[config.mk]
export PLATFORM = sky130hd
export DESIGN_NAME = blast_controller_top
export DESIGN_NICKNAME = d
export VERILOG_FILES = /design/src/hdl/blast_seq_pkg.sv /design/src/hdl/blast_mem_pkg.sv /design/src/hdl/blast_controller_top.sv /design/src/hdl/hit_record_writer.sv /design/src/hdl/memory_read_sequencer.sv /design/src/hdl/sequence_streamer.sv /design/src/hdl/blast_command_decode.sv
export SDC_FILE = /design/constraint.sdc
export NUM_CORES = 2
export LEC_CHECK = 0
export BUFFER_PORTS_ARGS = -buffer_cell sky130_fd_sc_hd__buf_2
export CAP_MARGIN = 20
export CORE_MARGIN = 5
export CORE_UTILIZATION = 30
export DETAILED_ROUTE_END_ITERATION = 10
export PLACE_DENSITY = 0.44
export SYNTH_ARGS = -nofsm -noshare
export SYNTH_HDL_FRONTEND = slang
export SYNTH_SLANG_ARGS = --single-unit
[constraint.sdc]
create_clock -name clk -period 20.3 [get_ports clk]
set_input_delay 2.03 -clock clk [delete_from_list [all_inputs] [get_ports clk]]
set_output_delay 2.03 -clock clk [all_outputs]
set_load 0.01 [all_outputs]
[src/hdl/blast_seq_pkg.sv]
`default_nettype none

package blast_seq_pkg;

   // one nucleotide character
   typedef logic [2:0] nt_char_t;

   // one field of a hit record from the array
   typedef logic [7:0] hit_field_t;

   // host command code
   typedef logic [7:0] app_code_t;

   localparam app_code_t READ_QUERY_CODE   = 8'hAA;
   localparam app_code_t READ_SUBJECT_CODE = 8'hBB;

   // controller phases
   typedef enum logic [2:0] {
      idle,
      read_query,
      read_subject,
      write_hits,
      write_header
   } phase_t;

   // characters per query and per subject block
   localparam int QUERY_CHARS = 128;
   localparam int BLOCK_CHARS = 64;

   // one cycle longer than a block stream so the last hit can drain
   localparam int HIT_WINDOW_CYCLES = 65;

endpackage

`default_nettype wire

[src/hdl/blast_mem_pkg.sv]
`default_nettype none

package blast_mem_pkg;

   // one memory word address and one memory word
   typedef logic [13:0] mem_addr_t;
   typedef logic [63:0] mem_word_t;

   // subject length, subject id and hit total
   typedef logic [31:0] mem_count_t;

   // both the query and the subject window hold six words
   localparam int WINDOW_WORDS = 6;

   // database block size in words (127 KiB of 64-bit words)
   localparam int DATABASE_BLOCK_SIZE = 16250;

   // memory map
   localparam mem_addr_t MEM_QUERY_ADDR   = 14'd0;
   localparam mem_addr_t MEM_SUBJECT_ADDR = 14'd12;
   // hit area sits right after the subject block
   localparam mem_addr_t MEM_HIT_SCORE_ADDR =
      mem_addr_t'(MEM_SUBJECT_ADDR + DATABASE_BLOCK_SIZE);

endpackage

`default_nettype wire
[src/hdl/blast_controller_top.sv]
`timescale 1ns/10ps
`default_nettype none

module blast_controller_top #(
   parameter blast_mem_pkg::mem_addr_t MEM_QUERY_ADDR     = blast_mem_pkg::MEM_QUERY_ADDR,
   parameter blast_mem_pkg::mem_addr_t MEM_SUBJECT_ADDR   = blast_mem_pkg::MEM_SUBJECT_ADDR,
   parameter blast_mem_pkg::mem_addr_t MEM_HIT_SCORE_ADDR = blast_mem_pkg::MEM_HIT_SCORE_ADDR
) (
   input  wire                            clk,
   input  wire                            reset,
   input  wire                            app_ready,
   input  wire blast_seq_pkg::app_code_t  app_code,
   input  wire blast_mem_pkg::mem_word_t  memory_readdata,
   output wire blast_mem_pkg::mem_addr_t  memory_address,
   output wire                            memory_write,
   output wire blast_mem_pkg::mem_word_t  memory_writedata,
   output wire                            query_enable,
   output wire blast_seq_pkg::nt_char_t   query_char,
   output wire                            subject_enable,
   output wire blast_seq_pkg::nt_char_t   subject_char,
   output wire                            array_clear,
   output wire                            hit_read,
   input  wire blast_seq_pkg::hit_field_t hit_query_pos,
   input  wire blast_seq_pkg::hit_field_t hit_subject_pos,
   input  wire blast_seq_pkg::hit_field_t hit_length,
   input  wire blast_seq_pkg::hit_field_t hit_score
);
   import blast_mem_pkg::*;
   import blast_seq_pkg::*;

   phase_t     phase;
   logic       query_done;
   logic       subject_done;
   logic       subject_finished;
   logic       window_done;
   logic       header_done;
   mem_addr_t  read_address;
   logic       query_load;
   logic       subject_load;
   logic       subject_upper;
   mem_count_t subject_id;

   blast_command_decode u_decode (
      .clk              (clk),
      .reset            (reset),
      .app_ready        (app_ready),
      .app_code         (app_code),
      .query_done       (query_done),
      .subject_done     (subject_done),
      .subject_finished (subject_finished),
      .window_done      (window_done),
      .header_done      (header_done),
      .phase            (phase),
      .array_clear      (array_clear)
   );

   memory_read_sequencer #(
      .QUERY_BASE   (MEM_QUERY_ADDR),
      .SUBJECT_BASE (MEM_SUBJECT_ADDR)
   ) u_sequencer (
      .clk              (clk),
      .reset            (reset),
      .phase            (phase),
      .memory_readdata  (memory_readdata),
      .read_address     (read_address),
      .query_load       (query_load),
      .subject_load     (subject_load),
      .subject_upper    (subject_upper),
      .query_done       (query_done),
      .subject_done     (subject_done),
      .subject_finished (subject_finished),
      .subject_id       (subject_id)
   );

   // query window is always loaded whole
   sequence_streamer #(
      .STREAM_CHARS (QUERY_CHARS)
   ) u_query_streamer (
      .clk         (clk),
      .reset       (reset),
      .word_load   (query_load),
      .load_upper  (1'b0),
      .load_word   (memory_readdata),
      .char_enable (query_enable),
      .char_out    (query_char)
   );

   sequence_streamer #(
      .STREAM_CHARS (BLOCK_CHARS)
   ) u_subject_streamer (
      .clk         (clk),
      .reset       (reset),
      .word_load   (subject_load),
      .load_upper  (subject_upper),
      .load_word   (memory_readdata),
      .char_enable (subject_enable),
      .char_out    (subject_char)
   );

   hit_record_writer #(
      .HIT_BASE (MEM_HIT_SCORE_ADDR)
   ) u_writer (
      .clk              (clk),
      .reset            (reset),
      .phase            (phase),
      .read_address     (read_address),
      .subject_id       (subject_id),
      .hit_query_pos    (hit_query_pos),
      .hit_subject_pos  (hit_subject_pos),
      .hit_length       (hit_length),
      .hit_score        (hit_score),
      .hit_read         (hit_read),
      .window_done      (window_done),
      .header_done      (header_done),
      .memory_address   (memory_address),
      .memory_write     (memory_write),
      .memory_writedata (memory_writedata)
   );

endmodule

`default_nettype wire

[src/hdl/hit_record_writer.sv]
`timescale 1ns/10ps
`default_nettype none

module hit_record_writer #(
   parameter blast_mem_pkg::mem_addr_t HIT_BASE = blast_mem_pkg::MEM_HIT_SCORE_ADDR
) (
   input  wire                             clk,
   input  wire                             reset,
   input  wire blast_seq_pkg::phase_t      phase,
   input  wire blast_mem_pkg::mem_addr_t   read_address,
   input  wire blast_mem_pkg::mem_count_t  subject_id,
   input  wire blast_seq_pkg::hit_field_t  hit_query_pos,
   input  wire blast_seq_pkg::hit_field_t  hit_subject_pos,
   input  wire blast_seq_pkg::hit_field_t  hit_length,
   input  wire blast_seq_pkg::hit_field_t  hit_score,
   output logic                            hit_read,
   output logic                            window_done,
   output logic                            header_done,
   output blast_mem_pkg::mem_addr_t        memory_address,
   output logic                            memory_write,
   output blast_mem_pkg::mem_word_t        memory_writedata
);
   import blast_mem_pkg::*;
   import blast_seq_pkg::*;

   localparam int WINDOW_W = $clog2(HIT_WINDOW_CYCLES);

   logic [WINDOW_W-1:0] window_count;
   mem_addr_t           hit_addr;
   mem_count_t          hit_count;
   logic                in_window;
   logic                in_header;
   logic                hit_found;

   assign in_window = (phase == write_hits);
   assign in_header = (phase == write_header);
   assign hit_found = |{hit_query_pos, hit_subject_pos, hit_length, hit_score};

   assign hit_read    = in_window;
   assign window_done = in_window && (window_count == WINDOW_W'(HIT_WINDOW_CYCLES - 1));
   assign header_done = in_header;

   // all-zero records are empty slots
   assign memory_write = (in_window && hit_found) || in_header;

   always_comb begin
      if (in_window) begin
         memory_address   = hit_addr;
         memory_writedata = {32'd0, hit_query_pos, hit_subject_pos, hit_length, hit_score};
      end else if (in_header) begin
         memory_address   = HIT_BASE;
         memory_writedata = {subject_id, hit_count[7:0], hit_count[15:8],
                             hit_count[23:16], hit_count[31:24]};
      end else begin
         memory_address   = read_address;
         memory_writedata = '0;
      end
   end

   always_ff @(posedge clk) begin
      if (reset || phase == idle) begin
         window_count <= '0;
         hit_addr     <= HIT_BASE + 1'b1;
         hit_count    <= '0;
      end else if (in_window) begin
         window_count <= window_done ? '0 : window_count + 1'b1;
         if (hit_found) begin
            hit_count <= hit_count + 1'b1;
            // base slot is kept for the summary
            if (hit_addr == '1) begin
               hit_addr <= HIT_BASE + 1'b1;
            end else begin
               hit_addr <= hit_addr + 1'b1;
            end
         end
      end
   end

   // hit records never overwrite the summary slot
   a_hit_not_on_base: assert property (@(posedge clk) disable iff (reset)
      (memory_write && in_window) |-> (memory_address != HIT_BASE));

   // the window closes on its last cycle
   a_window_closes: assert property (@(posedge clk) disable iff (reset)
      window_done |=> (phase != write_hits));

endmodule

`default_nettype wire

[src/hdl/memory_read_sequencer.sv]
`timescale 1ns/10ps
`default_nettype none

module memory_read_sequencer #(
   parameter blast_mem_pkg::mem_addr_t QUERY_BASE   = blast_mem_pkg::MEM_QUERY_ADDR,
   parameter blast_mem_pkg::mem_addr_t SUBJECT_BASE = blast_mem_pkg::MEM_SUBJECT_ADDR
) (
   input  wire                           clk,
   input  wire                           reset,
   input  wire blast_seq_pkg::phase_t    phase,
   input  wire blast_mem_pkg::mem_word_t memory_readdata,
   output blast_mem_pkg::mem_addr_t      read_address,
   output logic                          query_load,
   output logic                          subject_load,
   output logic                          subject_upper,
   output logic                          query_done,
   output logic                          subject_done,
   output logic                          subject_finished,
   output blast_mem_pkg::mem_count_t     subject_id
);
   import blast_mem_pkg::*;
   import blast_seq_pkg::*;

   // last word index of each read burst
   localparam logic [2:0] QUERY_LAST = 3'(WINDOW_WORDS - 1);
   localparam logic [2:0] FIRST_LAST = 3'(WINDOW_WORDS);
   localparam logic [2:0] LATER_LAST = 3'(WINDOW_WORDS / 2 - 1);

   logic [2:0] word_count;
   logic       first_block;
   mem_addr_t  query_addr;
   mem_addr_t  subject_addr;
   mem_count_t subject_length;
   mem_count_t subject_total;
   logic       header_word;

   // word 0 of the first block is the subject header
   assign header_word = (phase == read_subject) && first_block && (word_count == '0);

   assign read_address  = (phase == read_query) ? query_addr : subject_addr;
   assign query_load    = (phase == read_query);
   assign subject_load  = (phase == read_subject) && !header_word;
   assign subject_upper = !first_block;

   assign query_done   = (phase == read_query) && (word_count == QUERY_LAST);
   assign subject_done = (phase == read_subject) &&
                         (word_count == (first_block ? FIRST_LAST : LATER_LAST));

   // one block of slack past the stated length
   assign subject_finished = (subject_total >= subject_length + 32'd64);

   always_ff @(posedge clk) begin
      if (reset || phase == idle) begin
         word_count    <= '0;
         first_block   <= 1'b1;
         query_addr    <= QUERY_BASE;
         subject_addr  <= SUBJECT_BASE;
         subject_total <= '0;
      end else begin
         case (phase)
            read_query: begin
               query_addr <= query_addr + 1'b1;
               word_count <= query_done ? 3'd0 : word_count + 1'b1;
            end
            read_subject: begin
               subject_addr  <= subject_addr + 1'b1;
               // eight bytes per word, header included
               subject_total <= subject_total + 32'd8;
               if (subject_done) begin
                  word_count  <= '0;
                  first_block <= 1'b0;
               end else begin
                  word_count <= word_count + 1'b1;
               end
            end
            default: begin
            end
         endcase
      end
   end

   // header: id on top, length stored byte-reversed below
   always_ff @(posedge clk) begin
      if (header_word) begin
         subject_id     <= memory_readdata[63:32];
         subject_length <= {memory_readdata[7:0], memory_readdata[15:8],
                            memory_readdata[23:16], memory_readdata[31:24]};
      end
   end

endmodule

`default_nettype wire

[src/hdl/sequence_streamer.sv]
`timescale 1ns/10ps
`default_nettype none

module sequence_streamer #(
   parameter int STREAM_CHARS = blast_seq_pkg::QUERY_CHARS
) (
   input  wire                          clk,
   input  wire                          reset,
   input  wire                          word_load,
   input  wire                          load_upper,
   input  wire blast_mem_pkg::mem_word_t load_word,
   output logic                         char_enable,
   output blast_seq_pkg::nt_char_t      char_out
);
   import blast_mem_pkg::*;
   import blast_seq_pkg::*;

   localparam int WORD_BITS   = $bits(mem_word_t);
   localparam int WINDOW_BITS = WINDOW_WORDS * WORD_BITS;
   localparam int HALF_BITS   = WINDOW_BITS / 2;
   localparam int CHAR_BITS   = $bits(nt_char_t);
   localparam int COUNT_W     = $clog2(STREAM_CHARS);

   logic [WINDOW_BITS-1:0] window;
   logic                   pending;
   logic [COUNT_W-1:0]     char_count;
   logic                   last_char;

   // stream as soon as loading pauses
   assign char_enable = pending && !word_load;
   assign char_out    = window[CHAR_BITS-1:0];
   assign last_char   = (char_count == COUNT_W'(STREAM_CHARS - 1));

   // oldest word at the bottom, characters leave from bit 0
   always_ff @(posedge clk) begin
      if (word_load) begin
         if (load_upper) begin
            window[WINDOW_BITS-1:HALF_BITS] <=
               {load_word, window[WINDOW_BITS-1:HALF_BITS+WORD_BITS]};
         end else begin
            window <= {load_word, window[WINDOW_BITS-1:WORD_BITS]};
         end
      end else if (char_enable) begin
         window <= {{CHAR_BITS{1'b0}}, window[WINDOW_BITS-1:CHAR_BITS]};
      end
   end

   always_ff @(posedge clk) begin
      if (reset) begin
         pending    <= 1'b0;
         char_count <= '0;
      end else if (word_load) begin
         pending    <= 1'b1;
         char_count <= '0;
      end else if (char_enable) begin
         if (last_char) begin
            pending    <= 1'b0;
            char_count <= '0;
         end else begin
            char_count <= char_count + 1'b1;
         end
      end
   end

   // new words must not land in a window that is half streamed
   a_load_after_drain: assert property (@(posedge clk) disable iff (reset)
      word_load |-> (char_count == '0));

endmodule

`default_nettype wire

[src/hdl/blast_command_decode.sv]
`timescale 1ns/10ps
`default_nettype none

module blast_command_decode (
   input  wire                          clk,
   input  wire                          reset,
   input  wire                          app_ready,
   input  wire blast_seq_pkg::app_code_t app_code,
   input  wire                          query_done,
   input  wire                          subject_done,
   input  wire                          subject_finished,
   input  wire                          window_done,
   input  wire                          header_done,
   output blast_seq_pkg::phase_t        phase,
   output logic                         array_clear
);
   import blast_seq_pkg::*;

   phase_t next_phase;

   always_comb begin
      next_phase = phase;
      case (phase)
         idle: begin
            // strobe only counts here, unknown codes fall through
            if (app_ready && app_code == READ_QUERY_CODE) begin
               next_phase = read_query;
            end else if (app_ready && app_code == READ_SUBJECT_CODE) begin
               next_phase = read_subject;
            end
         end
         read_query: begin
            if (query_done) begin
               next_phase = idle;
            end
         end
         read_subject: begin
            if (subject_done) begin
               next_phase = write_hits;
            end
         end
         write_hits: begin
            if (window_done) begin
               next_phase = subject_finished ? write_header : read_subject;
            end
         end
         write_header: begin
            if (header_done) begin
               next_phase = idle;
            end
         end
         default: next_phase = idle;
      endcase
   end

   always_ff @(posedge clk) begin
      if (reset) begin
         phase       <= idle;
         array_clear <= 1'b0;
      end else begin
         phase       <= next_phase;
         // new query wipes the array
         array_clear <= (phase == idle) && app_ready && (app_code == READ_QUERY_CODE);
      end
   end

   // each done flag belongs to exactly one phase
   a_done_in_phase: assert property (@(posedge clk) disable iff (reset)
      (!query_done || phase == read_query) &&
      (!subject_done || phase == read_subject) &&
      (!window_done || phase == write_hits) &&
      (!header_done || phase == write_header));

endmodule

`default_nettype wire

**After elaboration in Yosys (flattened, before gate mapping)**

Cells that the tools add are included.

- Register bits after elaboration: 968
- Bits in latches: 0
- Memory bits (writable): 0
- Bits in read-only memories: 0
- Input port bits: 107
- Output and inout port bits: 89
- Logic and storage cells: 112
- Memories kept: 0

- Add/subtract/negate cells: 10
- Multiply operators: 0
- Divide/modulo/power cells: 0
- Order comparisons: 1
- Equality and inequality tests: 17
- Shifts and indexed selects: 0
- Muxes and demuxes: 31
- Bitwise logic cells: 0
- Reduce and logical (&&, ||, !) cells: 34

Operators by type and width:

| operator | number |
|---|---|
| 384-bit two-way mux | 4 |
| 192-bit two-way mux | 1 |
| 64-bit two-way mux | 2 |
| 14-bit two-way mux | 4 |
| 14-bit by 1-bit adder with 14-bit output, second input constant | 3 |
| 32-bit by 1-bit adder with 32-bit output, second input constant | 1 |
| 32-bit by 4-bit adder with 32-bit output, second input constant | 1 |
| 32-bit by 7-bit adder with 32-bit output, second input constant | 1 |
| 32-bit >= comparator | 1 |
| 32-bit OR reduction | 1 |
| 3-bit two-way mux | 9 |
| 8-bit equality test, second input constant | 2 |
| 7-bit by 1-bit adder with 7-bit output, second input constant | 2 |
| 14-bit equality test, second input constant | 1 |
| 7-bit equality test, second input constant | 2 |
| 7-bit two-way mux | 2 |
| 1-bit logical AND | 13 |
| 3-bit case mux with 4 select lines | 1 |
| 2-bit AND reduction | 5 |
| 2-bit nonzero test | 5 |
| 6-bit by 1-bit adder with 6-bit output, second input constant | 1 |
| 3-bit by 2-bit equality test with 1-bit output, second input constant | 2 |
| 3-bit equality test, second input constant | 2 |
| 6-bit equality test, second input constant | 1 |
| other kinds (14) | 26 |

**Depth between registers and ports, before layout**

- Depth in word-level cells: 9
- Mapped depth: 11
- Mapped depth without buffers: 11

**Cells and area by module**

A second synthesis with hierarchy kept.

- Cell total of the unflattened synthesis: 2,735
- Area, all modules: 43,002.5 µm²

Modules (own cells, without submodules):

| module | instances | cells each | area an instance (µm²) | sequential area each (µm²) |
|---|---|---|---|---|
| sequence_streamer (u_subject_streamer) | 1 | 855 | 16,681.0 | 11,671.2 |
| sequence_streamer (u_query_streamer) | 1 | 865 | 16,492.1 | 11,691.2 |
| memory_read_sequencer | 1 | 540 | 6,004.5 | 3,143.0 |
| hit_record_writer | 1 | 445 | 3,533.4 | 1,061.0 |
| blast_command_decode | 1 | 29 | 287.8 | 80.1 |
| blast_controller_top | 1 | 1 | 3.8 | 0.0 |

**Worst setup path after synthesis**

No wires, ideal clock.

- Kind: reg2reg
- From: register u_decode.phase[1]
- To: register u_subject_streamer.window[0] (enable)
- Library setup time: 569 ps
- Arrival time: 9,967 ps
- Required time: 19,731 ps
- Setup slack: 9,764 ps
- Stages on the path, launching flop included: 6
- Buffers on the path: 1
- Clock period less this slack: 10,536 ps
- Path through: dfxtp_1 -> buf_4 -> nor3b_4 -> nand2_1 -> nand2b_1 -> o21a_1

- Longest elaborated chain between the ends: 9
- Elaborated cells between the ends (all ways): 10
- Those cells by class: eq/ne (2); reduce/logical (8)

RTL lines:

| item | line | text |
|---|---|---|
| from (decl) | blast_command_decode.sv:14 | `output blast_seq_pkg::phase_t phase,` |
| from (signal assigned) | blast_command_decode.sv:58 | `phase <= idle;` |
| from (signal assigned) | blast_command_decode.sv:61 | `phase <= next_phase;` |
| 3-bit by 2-bit equality test with 1-bit output (*) | memory_read_sequencer.sv:38, memory_read_sequencer.sv:42 |  |
| 1-bit logical AND (2 in series) | memory_read_sequencer.sv:38 | `assign header_word = (phase == read_subject) && first_block && (word_count == '0);` |
| 1-bit logical NOT | memory_read_sequencer.sv:42 | `assign subject_load = (phase == read_subject) && !header_word;` |
| 1-bit logical AND (*) | memory_read_sequencer.sv:42 |  |
| 1-bit logical NOT | sequence_streamer.sv:30 | `assign char_enable = pending && !word_load;` |
| 1-bit logical AND | sequence_streamer.sv:30 |  |
| 2-bit nonzero test (no line) | - |  |
| 2-bit AND reduction (no line) (*) | - |  |
| to (signal, indexed assignment) | sequence_streamer.sv:38 | `window[WINDOW_BITS-1:HALF_BITS] <=` |
| to (signal assigned) | sequence_streamer.sv:41 | `window <= {load_word, window[WINDOW_BITS-1:WORD_BITS]};` |
| to (signal assigned) | sequence_streamer.sv:44 | `window <= {{CHAR_BITS{1'b0}}, window[WINDOW_BITS-1:CHAR_BITS]};` |
| to (decl) | sequence_streamer.sv:24 | `logic [WINDOW_BITS-1:0] window;` |

Mark *: on every way between the ends. The rest lies on a longest branch, timed or not.
A chain may end at the register's enable or synchronous reset.

**Final worst setup path**

- From: input hit_score[6]
- To: output memory_write

- Longest elaborated chain between the ends: 3

RTL lines:

| item | line | text |
|---|---|---|
| from (decl) | blast_controller_top.sv:26 | `input wire blast_seq_pkg::hit_field_t hit_score` |
| 32-bit OR reduction | hit_record_writer.sv:37 | `assign hit_found = \|{hit_query_pos, hit_subject_pos, hit_length, hit_score};` |
| 1-bit logical AND | hit_record_writer.sv:44 | `assign memory_write = (in_window && hit_found) \|\| in_header;` |
| 1-bit logical OR | hit_record_writer.sv:44 |  |
| to (decl) | blast_controller_top.sv:15 | `output wire memory_write,` |

Every way passes these cells.

==> run summary <==
initial core utilization - 30.1%
Top Metal Used - met5
core area - 141000 µm²
post-synthesis mux area share - 0.485%
Mean Syn Cell Area - 9.84 µm²
Cell Rows - 138
Die Y - 387 µm
internal power - 3.20 mW
post-synthesis cell type count - 58
Post-Synth XOR/XNOR Area - 2.12%
Clock power frac - 45.5%
via count - 29500
total of warnings raised by yosys - 0
share of the synthesized area in the top cell type - 58.7%
Post-Synth Adder-Cell Area - 1.26%
Filler Cells Inserted - 14700
Finish-stage setup viols - 0
Reg clk slew, reported paths - 0.05 ns
EDFF count, synth - 832
Synth area leaders - edfxtp_1, nand2_1, dfxtp_1
Synth Area in Compound Gates - 2.99%
DRC - 0
Via-to-Cell Ratio - 4.60
CTS tree - yes
nets - 4584
final WL - 111000 µm
area delta synth->final - 14.4%
RSZ-0062 raised after global routing - false
H-tree Lvls - 3
Gate Count Post-Synth - 4325
DIE AREA - 150000 µm²
largest net degree at the start of global routing - 224
TNS Setup - 0 ns
# hold bufs at CTS - 0
worst hold slack - 0.476 ns
most common cell after layout, fill and taps aside - nand2_1
Max IR drop VDD - 65.1 µV
Worst slew margin - 28.1%
#FFs+latches synth - 965
Mapped Area - 42600 µm²
CTS resizes - 0
root buf cell - clkbuf_16
most frequent cells in the layout - nand2_1, edfxtp_1, buf_2, dfxtp_1, clkbuf_16
largest family of logic cells by synthesized area - simple AND/OR/NAND/NOR gates
HPWL after DPL - 70700 µm
antenna violations before repair - 11
Hold Vio Cnt, Final - 0
Power per Cell Area - 83.7 nW/µm²
GPL Wtd Cong - 0.783
Final period util - 29.3%
Routed Antenna Nets - 0
asr flop ratio synth - 0%
P_sw - 870 µW
clock buffer count from CTS - 110
max_cap viols - 0
CP max FO - 27
number of I/O pins - 196
Remaining Overflow, GRT - 0
sequential share of power - 52.7%
Setup Buffers After CTS - 0
Slew @ Worst Pin - 1.08 ns
register area share after synthesis - 65.0%
status - finished clean
Routed WL per cell - 17.3 µm
most used flip-flop cell after synthesis - edfxtp_1
total power - 4.07 mW
Static Leak - 19.4 nW
Setup CP Type - input pin to output port
Met1 Wirelength - 55100 µm
port bufs - 195
Clk Latency, worst-skew pair - 0.70 ns
vias in the first global route - 28700
met2 WL - 48900 µm
layout cells sized above 1 - 8.76%
GRT Util Overall - 14.3%
Slew Limit Fails - 0
CP Launch Type - input pin
1st-iter DRT viols - 2507
Pre-Repair DR Iteration Count - 5
cell accounting for the most synthesized area - edfxtp_1
HP Class - register to register
fmax - 168 MHz
first-pass GRT wire length - 171000 µm
clk sinks - 965
Mapped Nets - 4475
Post-Synth Simple-Gate Area - 25.8%
met3 wire len - 4640 µm
Clock Path Buffers - 3
Worst EP required - 18.27 ns
Chip Width - 387 µm
Final Skew - 0.0350 ns
Final min period - 5.94 ns
Comb pwr share - 1.8%
CP endpoint kind - output port
WP data arrival - 3.91 ns
switching share of total power - 21.4%
[stage by stage]
| stage | std cells | utilization, % | setup WS [ns] | area (µm²) |
|---|---|---|---|---|
| after global placement | 6210 | 32.1 | 14.37 | 45300 |
| final | 6415 | 34.5 | 14.36 | 48700 |
| after detailed placement | 6212 | 32.1 | 14.37 | 45400 |
| after CTS | 6413 | 34.5 | 14.35 | 48700 |
| after floorplan | 4325 | - | 9.76 | 42600 |
| after global routing | 6413 | 34.5 | 14.20 | 48700 |
[path summary, 6_finish.rpt]
kind                                                     start                             end  slack, ns  cells after the start
worst max register to register               u_decode.phase[2]   u_subject_streamer.window[30]      14.83                      7
worst min register to register  u_query_streamer.char_count[6]  u_query_streamer.char_count[6]       0.48                      2
worst max-delay path                              hit_score[6]                    memory_write      14.36                      7
worst min-delay path            u_query_streamer.char_count[6]  u_query_streamer.char_count[6]       0.48                      2
[critical path, stage by stage]
cell and delay [ns]:
buf_2 0.11, nor4_1 0.56, nand4_1 0.17, buf_4 0.26, o21ai_1 0.52, nand2_1 0.10
buf_2 0.16
[flip-flops by register name (all words and copies together), names as in the netlist]
name,cells
u_sequencer.subject_length,32
u_sequencer.word_count,3
u_sequencer.subject_total,29
u_sequencer.subject_id,32
u_writer.window_count,7
u_query_streamer.window,384
u_sequencer.query_addr,14
u_decode.array_clear,1
u_sequencer.subject_addr,14
u_writer.hit_addr,14
u_query_streamer.pending,1
u_decode.phase,3
u_query_streamer.char_count,7
u_sequencer.first_block,1
u_writer.hit_count,32
u_subject_streamer.char_count,6
u_subject_streamer.pending,1
u_subject_streamer.window,384
[cell usage after synthesis, types with 7 or more instances]
| cell | count |
|---|---|
| xnor2_1 | 40 |
| nor4_1 | 15 |
| or3_1 | 15 |
| nand3_1 | 38 |
| a22o_1 | 30 |
| mux2i_1 | 15 |
| nand4_1 | 30 |
| and2_1 | 11 |
| buf_1 | 16 |
| nor2_1 | 104 |
| ha_1 | 43 |
| dfxtp_1 | 133 |
| xor2_1 | 63 |
| and4_1 | 14 |
| o221ai_1 | 8 |
| o21ai_0 | 33 |
| nor3_1 | 22 |
| and3_1 | 61 |
| o31ai_1 | 9 |
| o2111ai_1 | 11 |
| edfxtp_1 | 832 |
| inv_1 | 32 |
| o211ai_1 | 22 |
| clkbuf_1 | 202 |
| or4_1 | 18 |
| nand2_1 | 2384 |
| buf_4 | 7 |
| a21oi_1 | 49 |
[cell type report]
cell class              instances  area, µm²  share of cell area, %
flip-flops and latches        965      27600                   56.8
multi-input cells            3097      14000                   28.7
clock buffers                 156       3020                   6.21
well taps                    1890       2360                   4.86
repair buffers                227       1280                   2.63
clock inverters                45        268                  0.550
inverters                      33        124                  0.255
diodes                          2       5.00                 0.0103
[cell families (layout without fill, tap and decap cells)]
logic type / count (synthesis) / after routing
AO/OA/AOI/OAI: 190 / 190
multiplexers: 20 / 20
buffers and inverters: 263 / 461
XOR/XNOR: 103 / 103
AND/OR/NAND/NOR: 2741 / 2741
adder cells (fa/ha/maj): 43 / 43
flip-flops: 965 / 965
other: 0 / 2
[per-layer routing]
| layer | vias to the layer above | GRT usage (%) |
|---|---|---|
| li1 | 14600 | - |
| met1 | 14200 | 21.2 |
| met2 | 554 | 21.9 |
| met3 | 137 | 2.27 |
| met4 | 2 | 3.76 |
| met5 | - | 0 |
[power by group through the flow]
stage | registers [mW] | clock network (mW) | logic, mW
floorplan | 2.19 | 0 | 0.0301
global placement | 2.19 | 0 | 0.0754
detailed placement | 2.19 | 0 | 0.0758
finish | 2.15 | 1.85 | 0.0729
CTS | 2.15 | 1.92 | 0.0761
global route | 2.15 | 1.99 | 0.0798
(Power assumes the default switching activity.)
